### src/design/lenet_mac_pkg.sv
package lenet_mac_pkg;

    //////////////////////////////
    // Datapath widths
    //////////////////////////////

    // Unsigned input pixel
    localparam int PIXEL_W = 8;

    // Unsigned kernel weight
    localparam int WEIGHT_W = 8;

    // Output of the approximate multiplier, truncated to this width
    localparam int PROD_W = 16;

    // Bias is two's complement and is sign-extended before the add
    localparam int BIAS_W = 16;

    //////////////////////////////
    // Output stage
    //////////////////////////////

    // Activation after ReLU, shift and clamp
    localparam int ACT_W = 8;

endpackage

### src/design/approx_mul_8x8.sv
`timescale 1ns/1ns

module approx_mul_8x8 (
    input  logic [7:0]  x,
    input  logic [7:0]  y,
    output logic [15:0] z
);

    // pp[i] is y gated by x[i], weight 2^i
    logic [7:0][7:0]  pp;

    // Compressed replacement for rows 0 to 5
    logic [5:0][12:0] cv;

    logic [15:0] row6_ext;
    logic [15:0] row7_ext;
    logic [15:0] cv_sum;

    //////////////////////////////
    // Partial products
    //////////////////////////////

    always_comb begin
        for (int i = 0; i < 8; i++) begin
            pp[i] = y & {8{x[i]}};
        end
    end

    //////////////////////////////
    // Approximate lower rows
    //////////////////////////////

    // Each term combines one bit of a row with a bit of the next row
    // and is placed at a fixed position. Bits not listed stay zero
    always_comb begin
        cv = '0;

        // First vector covers the widest spread of positions
        cv[0][2]  = pp[0][1] & pp[1][0];
        cv[0][5]  = pp[0][5] & pp[1][4];
        cv[0][6]  = pp[0][5] ^ pp[1][4];
        cv[0][7]  = pp[0][7] | pp[1][6];
        cv[0][8]  = pp[0][7] & pp[1][6];
        cv[0][9]  = pp[2][6] | pp[3][5];
        cv[0][10] = pp[3][7];
        cv[0][11] = pp[4][7] & pp[5][6];
        cv[0][12] = pp[5][7];

        cv[1][5]  = pp[4][1] & pp[5][0];
        cv[1][6]  = pp[2][4] & pp[3][3];
        cv[1][7]  = pp[4][3] | pp[5][2];
        cv[1][8]  = pp[1][7];
        cv[1][9]  = pp[2][7] ^ pp[3][6];
        cv[1][10] = pp[4][5] & pp[5][4];
        cv[1][11] = pp[4][7] | pp[5][6];

        cv[2][6]  = pp[2][4] ^ pp[3][3];
        cv[2][8]  = pp[2][6] & pp[3][5];
        cv[2][9]  = pp[4][4] & pp[5][3];
        cv[2][10] = pp[4][6] | pp[5][5];

        cv[3][6]  = pp[4][1] & pp[5][0];
        cv[3][9]  = pp[4][4] ^ pp[5][3];

        // Last two vectors only feed bit 9
        cv[4][9]  = pp[4][5] & pp[5][4];
        cv[5][9]  = pp[4][5] | pp[5][4];
    end

    //////////////////////////////
    // Final sum
    //////////////////////////////

    // Rows 6 and 7 are kept exact, they carry most of the magnitude
    assign row6_ext = {2'b00, pp[6], 6'b000000};
    assign row7_ext = {1'b0, pp[7], 7'b0000000};

    always_comb begin
        cv_sum = '0;
        for (int k = 0; k < 6; k++) begin
            cv_sum = cv_sum + {3'b000, cv[k]};
        end
    end

    // Carries beyond bit 15 are dropped
    assign z = row6_ext + row7_ext + cv_sum;

endmodule

### src/design/weight_bank.sv
`timescale 1ns/1ns

module weight_bank #(
    parameter  int TAPS  = 25,
    localparam int IDX_W = $clog2(TAPS + 1)
) (
    input  logic                          clk,
    input  logic                          rst_n,
    input  logic                          weight_we,
    input  logic [IDX_W-1:0]              weight_addr,
    input  logic [lenet_mac_pkg::WEIGHT_W-1:0] weight_data,
    input  logic [lenet_mac_pkg::BIAS_W-1:0]   bias_data,
    input  logic [IDX_W-1:0]              tap,
    output logic [lenet_mac_pkg::WEIGHT_W-1:0] weight,
    output logic [lenet_mac_pkg::BIAS_W-1:0]   bias
);

    import lenet_mac_pkg::*;

    logic [WEIGHT_W-1:0] w_q [TAPS];
    logic [BIAS_W-1:0]   bias_q;
    logic [BIAS_W-1:0]   bias_hold;

    always_ff @(posedge clk) begin
        if (!rst_n) begin
            for (int i = 0; i < TAPS; i++) begin
                w_q[i] <= '0;
            end
            bias_q    <= '0;
            bias_hold <= '0;
        end else begin
            if (weight_we) begin
                if (weight_addr == IDX_W'(TAPS)) begin
                    bias_q <= bias_data;
                end else begin
                    w_q[weight_addr] <= weight_data;
                end
            end
            // Bias follows the bank only while a window is in flight, so a
            // rewrite after the last pixel cannot reach the draining result
            if (tap != '0) begin
                bias_hold <= bias_q;
            end
        end
    end

    assign weight = w_q[tap];
    assign bias   = bias_hold;

    a_addr_range: assert property (@(posedge clk) disable iff (!rst_n)
        weight_we |-> weight_addr <= IDX_W'(TAPS))
        else $error("weight_addr out of range");

endmodule

### src/design/window_mac.sv
`timescale 1ns/1ns

module window_mac #(
    parameter  int TAPS  = 25,
    parameter  int ACC_W = 22,
    localparam int IDX_W = $clog2(TAPS + 1)
) (
    input  logic                               clk,
    input  logic                               rst_n,
    input  logic                               pixel_valid,
    input  logic [lenet_mac_pkg::PIXEL_W-1:0]  pixel,
    input  logic [lenet_mac_pkg::WEIGHT_W-1:0] weight,
    output logic [IDX_W-1:0]                   tap,
    output logic                               busy,
    output logic [ACC_W-1:0]                   sum,
    output logic                               sum_valid
);

    import lenet_mac_pkg::*;

    logic [PROD_W-1:0] prod;
    logic [PROD_W-1:0] prod_q;
    logic              prod_valid;
    logic              prod_first;
    logic              prod_last;

    logic [ACC_W-1:0]  acc;
    logic              acc_done;

    logic              tap_last;

    //////////////////////////////
    // Tap counter
    //////////////////////////////

    assign tap_last = (tap == IDX_W'(TAPS - 1));

    always_ff @(posedge clk) begin
        if (!rst_n) begin
            tap <= '0;
        end else if (pixel_valid) begin
            tap <= tap_last ? '0 : tap + 1'b1;
        end
    end

    assign busy = (tap != '0);

    //////////////////////////////
    // Product stage
    //////////////////////////////

    approx_mul_8x8 i_approx_mul_8x8 (
        .x (pixel),
        .y (weight),
        .z (prod)
    );

    always_ff @(posedge clk) begin
        if (!rst_n) begin
            prod_valid <= 1'b0;
            prod_first <= 1'b0;
            prod_last  <= 1'b0;
        end else begin
            prod_valid <= pixel_valid;
            prod_first <= pixel_valid && (tap == '0);
            prod_last  <= pixel_valid && tap_last;
        end
    end

    always_ff @(posedge clk) begin
        if (pixel_valid) begin
            prod_q <= prod;
        end
    end

    //////////////////////////////
    // Accumulator
    //////////////////////////////

    // The first product overwrites, so no separate clear cycle is needed
    // between windows
    always_ff @(posedge clk) begin
        if (!rst_n) begin
            acc      <= '0;
            acc_done <= 1'b0;
        end else begin
            acc_done <= prod_valid && prod_last;
            if (prod_valid) begin
                acc <= prod_first ? ACC_W'(prod_q) : acc + ACC_W'(prod_q);
            end
        end
    end

    // Hand-off register frees acc for the next window on the same edge
    always_ff @(posedge clk) begin
        if (!rst_n) begin
            sum_valid <= 1'b0;
        end else begin
            sum_valid <= acc_done;
        end
    end

    always_ff @(posedge clk) begin
        if (acc_done) begin
            sum <= acc;
        end
    end

    a_sum_pulse: assert property (@(posedge clk) disable iff (!rst_n)
        sum_valid |=> !sum_valid)
        else $error("sum_valid held for two cycles");

endmodule

### src/design/relu_requant.sv
`timescale 1ns/1ns

module relu_requant #(
    parameter int ACC_W     = 22,
    parameter int OUT_SHIFT = 6
) (
    input  logic                             clk,
    input  logic                             rst_n,
    input  logic                             sum_valid,
    input  logic [ACC_W-1:0]                 sum,
    input  logic [lenet_mac_pkg::BIAS_W-1:0] bias,
    output logic                             result_valid,
    output logic [lenet_mac_pkg::ACT_W-1:0]  result
);

    import lenet_mac_pkg::*;

    // Two spare bits keep the signed add from overflowing
    localparam int TOT_W = ((ACC_W > BIAS_W) ? ACC_W : BIAS_W) + 2;

    logic signed [TOT_W-1:0] total;
    logic        [TOT_W-1:0] shifted;
    logic        [ACT_W-1:0] act;

    assign total   = TOT_W'(signed'({1'b0, sum})) + TOT_W'(signed'(bias));
    assign shifted = total >>> OUT_SHIFT;

    always_comb begin
        if (total < 0) begin
            act = '0;
        end else if (shifted > TOT_W'({ACT_W{1'b1}})) begin
            act = {ACT_W{1'b1}};
        end else begin
            act = shifted[ACT_W-1:0];
        end
    end

    always_ff @(posedge clk) begin
        if (!rst_n) begin
            result_valid <= 1'b0;
        end else begin
            result_valid <= sum_valid;
        end
    end

    always_ff @(posedge clk) begin
        if (sum_valid) begin
            result <= act;
        end
    end

endmodule

### src/design/lenet_conv_unit.sv
`timescale 1ns/1ns

module lenet_conv_unit #(
    parameter  int TAPS      = 25,
    parameter  int ACC_W     = 22,
    parameter  int OUT_SHIFT = 6,
    localparam int IDX_W     = $clog2(TAPS + 1)
) (
    input  logic                               clk,
    input  logic                               rst_n,
    input  logic                               weight_we,
    input  logic [IDX_W-1:0]                   weight_addr,
    input  logic [lenet_mac_pkg::WEIGHT_W-1:0] weight_data,
    input  logic [lenet_mac_pkg::BIAS_W-1:0]   bias_data,
    input  logic                               pixel_valid,
    input  logic [lenet_mac_pkg::PIXEL_W-1:0]  pixel,
    output logic                               result_valid,
    output logic [lenet_mac_pkg::ACT_W-1:0]    result
);

    import lenet_mac_pkg::*;

    logic [IDX_W-1:0]    tap;
    logic                busy;
    logic [WEIGHT_W-1:0] weight;
    logic [BIAS_W-1:0]   bias;
    logic [ACC_W-1:0]    sum;
    logic                sum_valid;

    weight_bank #(.TAPS(TAPS)) i_weight_bank (
        .clk(clk), .rst_n(rst_n),
        .weight_we(weight_we), .weight_addr(weight_addr),
        .weight_data(weight_data), .bias_data(bias_data),
        .tap(tap), .weight(weight), .bias(bias)
    );

    window_mac #(.TAPS(TAPS), .ACC_W(ACC_W)) i_window_mac (
        .clk(clk), .rst_n(rst_n),
        .pixel_valid(pixel_valid), .pixel(pixel), .weight(weight),
        .tap(tap), .busy(busy), .sum(sum), .sum_valid(sum_valid)
    );

    relu_requant #(.ACC_W(ACC_W), .OUT_SHIFT(OUT_SHIFT)) i_relu_requant (
        .clk(clk), .rst_n(rst_n),
        .sum_valid(sum_valid), .sum(sum), .bias(bias),
        .result_valid(result_valid), .result(result)
    );

    // Kernel and bias may only change between windows
    a_write_idle: assert property (@(posedge clk) disable iff (!rst_n)
        weight_we |-> !busy)
        else $error("weight write during a window");

endmodule

### config.mk
export PLATFORM = sky130hd
export DESIGN_NAME = lenet_conv_unit
export DESIGN_NICKNAME = d
export VERILOG_FILES = /design/src/design/lenet_mac_pkg.sv /design/src/design/approx_mul_8x8.sv /design/src/design/weight_bank.sv /design/src/design/window_mac.sv /design/src/design/relu_requant.sv /design/src/design/lenet_conv_unit.sv
export SDC_FILE = /design/constraint.sdc
export NUM_CORES = 1
export LEC_CHECK = 0
export BUFFER_PORTS_ARGS = -buffer_cell sky130_fd_sc_hd__buf_2
export CORE_UTILIZATION = 60
export CTS_CLUSTER_DIAMETER = 30
export CTS_CLUSTER_SIZE = 25
export DETAILED_ROUTE_END_ITERATION = 7
export MAX_ROUTING_LAYER = met4
export PLACE_DENSITY = 0.77
export SLEW_MARGIN = 20
export SYNTH_ARGS = -nofsm -noshare
export SYNTH_HDL_FRONTEND = slang
export SYNTH_SLANG_ARGS = --single-unit
export TNS_END_PERCENT = 5
### constraint.sdc
create_clock -name clk -period 6.67 [get_ports clk]
set_clock_uncertainty 0.05 [all_clocks]
set_input_delay 1.0005 -clock clk [delete_from_list [all_inputs] [get_ports clk]]
set_output_delay 1.0005 -clock clk [all_outputs]
set_load 0.005 [all_outputs]
# [Word-level counts from Yosys, hierarchy flattened]
# Memory sizes are Yosys's and may differ from the RTL's. A register that Yosys moved wholly into a read port is not among the register bits.
# Index checks and enable logic that the tools add are counted.
[op_classes] n_bitwise=27 addsub=10 magnitude_cmp=2 mux=13 n_eq_ne=2 n_reduce_logical=7
[ops] op="AND 8 bit" n=8
[ops] op="adder 16 x 10 -> 16 bit" n=2
[ops] op="adder 23 x 16 -> 24 bit" n=1
[ops] op="> comparator 24 x 8 -> 1 bit, second input constant" n=1
[ops] op="< comparator 24 x 1 -> 1 bit, second input constant" n=1
[ops] op="adder 22 x 16 -> 22 bit" n=1
[ops] op="two-way mux 22 bit" n=1
[ops] op="two-way mux 5 bit" n=4
[ops] op="adder 14 x 15 -> 16 bit" n=1
[ops] op="adder 15 x 10 -> 16 bit" n=1
[ops] op="adder 16 bit" n=1
[ops] op="two-way mux 8 bit" n=2
[ops] op="adder 14 x 11 -> 15 bit" n=1
[ops] op="adder 13 x 12 -> 14 bit" n=1
[ops] op="equality test 5 bit, second input constant" n=2
[ops] op="AND 1 bit" n=9
[ops] op="OR reduction 8 bit" n=1
[ops] op="two-way mux 1 bit" n=6
[ops] op="bitwise OR 1 bit" n=6
[ops] op="adder 5 x 1 -> 5 bit, second input constant" n=1
[ops] op="zero test 5 bit" n=1
[ops] op="nonzero test 5 bit" n=1
[ops] op="XOR 1 bit" n=4
[ops] op="logical AND 1 bit" n=3
[ops] op="AND reduction 2 bit" n=1
[totals] wordCells=75 ram_bits=200 n_memories=1 output_inout_bits=9 reg_bits=111
[memory_table] name="i_weight_bank.w_q" depth=25 word_bits=8 rd=1 rd_clocked_by_memory_dff=1 wr=25 line_no="weight_bank.sv:20" source="logic [WEIGHT_W-1:0] w_q [TAPS];"

# [Logic depth before layout (Yosys ltp)]
[depth] ltp_word=8 mapped_depth=22 ltp_nobuf=19

# [Hierarchy]
# Synthesis repeated with hierarchy kept, for this count alone.
[unflattened] cells_unflattened=1547 hier_area_um2=19080.8
[modules_own_cells] module="weight_bank" seq_area_each_um2=8328.0 area_each_um2=12672.2 cells_per_inst=876 n_inst=1
[modules_own_cells] module="window_mac" seq_area_each_um2=1781.7 area_each_um2=3382.0 cells_per_inst=307 n_inst=1
[modules_own_cells] module="relu_requant" seq_area_each_um2=260.2 area_each_um2=1557.7 cells_per_inst=189 n_inst=1
[modules_own_cells] module="approx_mul_8x8" seq_area_each_um2=0.0 area_each_um2=1468.9 cells_per_inst=175 n_inst=1

# [Worst setup path after synthesis]
# No wires, ideal clock.
[synth_path] path_kind="register -> register" startpoint="register with a tool-made name" endpoint="register i_window_mac.prod_q[15] (data pin)" stages_incl_launch_ff=22 setup_slack_ns=1.018 required_ns=6.360 t_arrival_ns=5.342 path_cell_list="dfxtp_1 buf_6 clkbuf_1 clkbuf_1 mux4_2 mux4_2 mux2i_1 nor2b_1 ha_1 inv_1 fa_1 inv_1 fa_1 fa_1 fa_1 fa_1 a21oi_1 nor2_1 nor2_1 o21bai_1 a21oi_1 xnor2_1"
[synth_lines] element="end signal, assigned" line_no="window_mac.sv:72" source="prod_q <= prod;"
[synth_lines] element="end, declared" line_no="window_mac.sv:22" source="logic [PROD_W-1:0] prod_q;"

==> summary by stage <==
Global routing
The via count of the first global-routing pass is 11,200. After global routing the overflow that remains totals 0. Across every metal layer, demand over resource in global routing totals 0.265. The first-pass GRT wire length is 59.6 mm.

The number of antenna violations at the first check in global routing is 1. The pin count of the biggest net entering global routing is 41.

Synthesis
In the post-synthesis netlist, the biggest area contributors are sky130_fd_sc_hd__edfxtp_1, sky130_fd_sc_hd__mux4_2, sky130_fd_sc_hd__and2_1. The Yosys step of the flow raised 0 warnings. The top-area cell type share of the netlist area is 0.500.

In this run the cell area of the synthesized design comes to 17,800 um2. The most area-hungry cell type in the Yosys netlist is sky130_fd_sc_hd__edfxtp_1. The post-synthesis compound-gate area fraction came to 0.0565.

In the synthesized netlist, the number of instances is 1,315. The post-synthesis average cell area is 13.5 um2. The share of the Yosys chip area taken by registers is 0.572. Of the total synthesized cell area, the portion taken by XOR and XNOR cells is 0.0202. The portion of netlist area occupied by mux cells is 0.121. The arithmetic-cell share of the synthesized area counting full adders, half adders and majority gates is 0.0676.

The number of enable-type register cells in the synthesized netlist is 296. The synthesized-area fraction occupied by and/or/nand/nor cells is 0.135. The unique cell type count in the Yosys netlist is 64.

After synthesis, the largest family of logic cells by area is simple AND/OR/NAND/NOR gates. Among all flip-flop cells after synthesis, the most frequent one is sky130_fd_sc_hd__edfxtp_1. The proportion of synthesized flip-flops having asynchronous set or reset is 0. The synthesis-stage register bit count is 360.

Worst setup path
The slowest stage of the critical path belongs to the cell sky130_fd_sc_hd__mux4_1. The signal arrival time at the worst endpoint is 6.31 ns. By startpoint and endpoint, the worst setup path is classified as reg2reg. The worst setup path is captured at a flop. STA classifies the critical path startpoint as a flop. The signal on the critical path passes through buf_12, mux4_1, mux4_2, mux2_2, and2_1, ha_1, inv_1, fa_1, fa_1, inv_1, fa_1, ha_1, ha_1, fa_1, a21oi_1, nor2_1, nor2_1, o21bai_1, a21oi_1, xnor2_1. The highest fanout seen on the critical path is 36. The most numerous cell on the critical path is sky130_fd_sc_hd__fa_1. STA puts the critical path data required time at 6.93 ns. The delay of the slowest cell on the worst path is 0.67 ns.

Measured in cells, the most critical reg-to-reg path has a length of 20.

Die
The floorplan has 62 rows. For this design the top-level I/O count stands at 50. The core box area is 28,900 um2. The die outline area is 30,400 um2. The initial utilization of the core area, before any placement, comes to 0.615.

The die is 174 um tall. The horizontal extent of the die is 174 um.

Timing
Final hold analysis gives a worst-case slack of 0.396 ns. Setup repair after global routing left no endpoint under its margin. The final critical-path setup slack is 0.617 ns. The final total negative setup slack is 0 ns. For the finished layout, the period the worst path requires is 6.05 ns.

Dividing the final minimum period by the clock period gives 0.907. Based on the critical path, the design can be clocked at up to 165 MHz. Setup violations remaining at the end of the flow were counted as 0. The count of endpoints failing hold in the final timing report is 0.

The slew at the pin closest to its max-slew limit is 1.11 ns. The worst-case headroom to the max-slew limit is 0.251. The final max-slew violation count is 0.

Outcome
The run finished with clean final reports.

Clock network
The H-tree was split into 3 levels. At the later pin of the worst-skew pair, clock insertion delay measures 0.57 ns. The number of buffers added by the clock tree synthesis step is 69. The count of cells resized by post-cts repair is 0. The total clock sinks is 360.

The quantity of hold-fixing buffers added after cts is 0. The buffer levels on the longest clock path is 3. The CTS root buffer is sky130_fd_sc_hd__clkbuf_16. After clock tree synthesis, the clock-pin slew on the worst setup and hold paths is 0.06 ns.

The CTS tree is built. The number of setup buffers added after CTS is 0.

Drt
The total routed wirelength is 38.4 mm. In the routed layout, each cell is associated on average with a via count of 5.89. The detailed router placed 10,900 vias in this run. The first-pass iteration count of the detailed router is 5.

After detailed routing, the number of remaining DRC violations is 0. Dividing the detail-routed wire length by the instance count gives 20.8 um. In this run the remaining antenna-violating nets after routing total 0.

The number of DRC markers after the initial detailed-route iteration is 1,029.

Power
The static leakage is 7.70 nW. The worst-case IR drop observed on VDD is 0.000332 V. The ratio of total power to cell area is 331 nW/um2. The total power after layout is 6.86 mW.

Min path
The instance count along the most critical hold path is 2. The type of the tightest min-delay check is reg2reg.

Placed design
The standard cell area after detailed placement is 18,500 um2. Timing analysis after detailed placement gives a worst setup slack of 0.617 ns. Detailed placement finished with a half-perimeter wire length of 24.8 mm. The total of buffers placed on input and output ports is 47. At the end of routability-driven placement, the weighted congestion stood at 0.870.

Finish
Of the cells placed in the final design, the portion with a size suffix greater than 1 is 0.180. The storage element area is 10,200 um2. The finished layout cell area is 20,800 um2. The multi-input combinational cell area is 7160 um2. After the last flow step, the layout net total stands at 1,532. The signed area change from the synthesized netlist to the final layout is 16.7%. After filler insertion, the fill cell instance count of the layout stands at 1,837.

Flow run
Across the run, the number of max-cap violations was 0.
-- report_power, final --
part           internal [mW]  switching [mW]
clock network           2.14            1.17
registers               2.58          0.0685
logic                  0.404           0.495
-- routing by layer --
metal  global-route usage  vias up  part of all wire
met3               0.0477       67             0.068
met4               0.0954        0             0.022
met5                    -        -                 0
met1                0.318     5369              0.39
met2                0.449      396              0.52
li1                     -     5041                 -
-- registers in the layout, indices dropped and copies added, names as in the netlist, named ones only --
name,count
i_relu_requant.result,8
i_relu_requant.result_valid,1
i_weight_bank.bias,14
i_weight_bank.bias_q,14
i_weight_bank.w_q,256
i_window_mac.acc,20
i_window_mac.acc_done,1
i_window_mac.prod_first,1
i_window_mac.prod_last,1
i_window_mac.prod_q,12
i_window_mac.prod_valid,1
i_window_mac.sum,20
i_window_mac.sum_valid,1
i_window_mac.tap,5
-- worst max-delay path, delay by kind of cell, from the launching register on --
family	cells	cell delay [ns]
simple gates	3	0.39
xor+xnor	1	0.08
flops	1	0.44
fa+ha+maj	7	2.44
buf+inv	3	0.42
mux	3	1.54
compound gates	3	0.39
-- logic make-up (layout without fill, tap and decap cells) --
logic type | count (synthesis) | after routing
flops | 360 | 360
compound gates | 164 | 164
mux | 106 | 106
xor+xnor | 41 | 41
other cells | 1 | 9
fa+ha+maj | 83 | 83
simple gates | 452 | 452
buf+inv | 108 | 248
-- final cells by class --
class,instances,share of cell area
multi-input cells,854,0.345
repair buffers,76,0.0230
clock inverters,47,0.0242
well taps,384,0.0231
clock buffers,78,0.0858
diodes,1,0.000121
flip-flops and latches,360,0.490
inverters,47,0.00850
-- cells in the final DEF, fill, tap and decap left out, drive strengths merged, types with 6 or more instances in the layout --
cell    Yosys  final
nor2b      16     16
mux4       80     80
clkinv      0     35
dfxtp      64     64
o211ai      9      9
mux2i      21     21
and2      210    210
inv        47     51
nor2       89     89
nand2      87     87
ha         61     61
xor2       24     24
o21ai      48     48
nand4       7      7
edfxtp    296    296
a211oi      6      6
clkbuf     44     78
nand3      11     11
xnor2      17     17
a21o        6      6
a31oi      12     12
a21oi      50     50
buf        17     76
conb        1      8
fa         22     22
-- per-stage QoR --
step                cells  utilization
global placement     1721        0.638
floorplan            1322            -
finish               1847        0.717
global route         1847        0.717
detailed placement   1721        0.638
CTS                  1846        0.717
-- cell usage after synthesis, types with 20 or more instances --
| library cell | count |
|---|---|
| sky130_fd_sc_hd__mux4_1 | 20 |
| sky130_fd_sc_hd__clkbuf_1 | 43 |
| sky130_fd_sc_hd__a21oi_1 | 48 |
| sky130_fd_sc_hd__dfxtp_1 | 64 |
| sky130_fd_sc_hd__inv_1 | 47 |
| sky130_fd_sc_hd__ha_1 | 61 |
| sky130_fd_sc_hd__mux4_2 | 60 |
| sky130_fd_sc_hd__xor2_1 | 24 |
| sky130_fd_sc_hd__edfxtp_1 | 296 |
| sky130_fd_sc_hd__fa_1 | 22 |
| sky130_fd_sc_hd__mux2i_1 | 21 |
| sky130_fd_sc_hd__and2_1 | 209 |
| sky130_fd_sc_hd__nand2_1 | 87 |
| sky130_fd_sc_hd__o21ai_0 | 46 |
| sky130_fd_sc_hd__nor2_1 | 89 |
-- final timing paths --
path	start	end	slack, ns
worst max-delay path	flop	i_window_mac.prod_q[15]	0.62
worst min-delay path	i_weight_bank.bias_q[14]	i_weight_bank.bias[14]	0.40
worst max register to register	flop	i_window_mac.prod_q[15]	0.62
worst min register to register	i_weight_bank.bias_q[14]	i_weight_bank.bias[14]	0.40
Power figures use the tool's default switching activity.
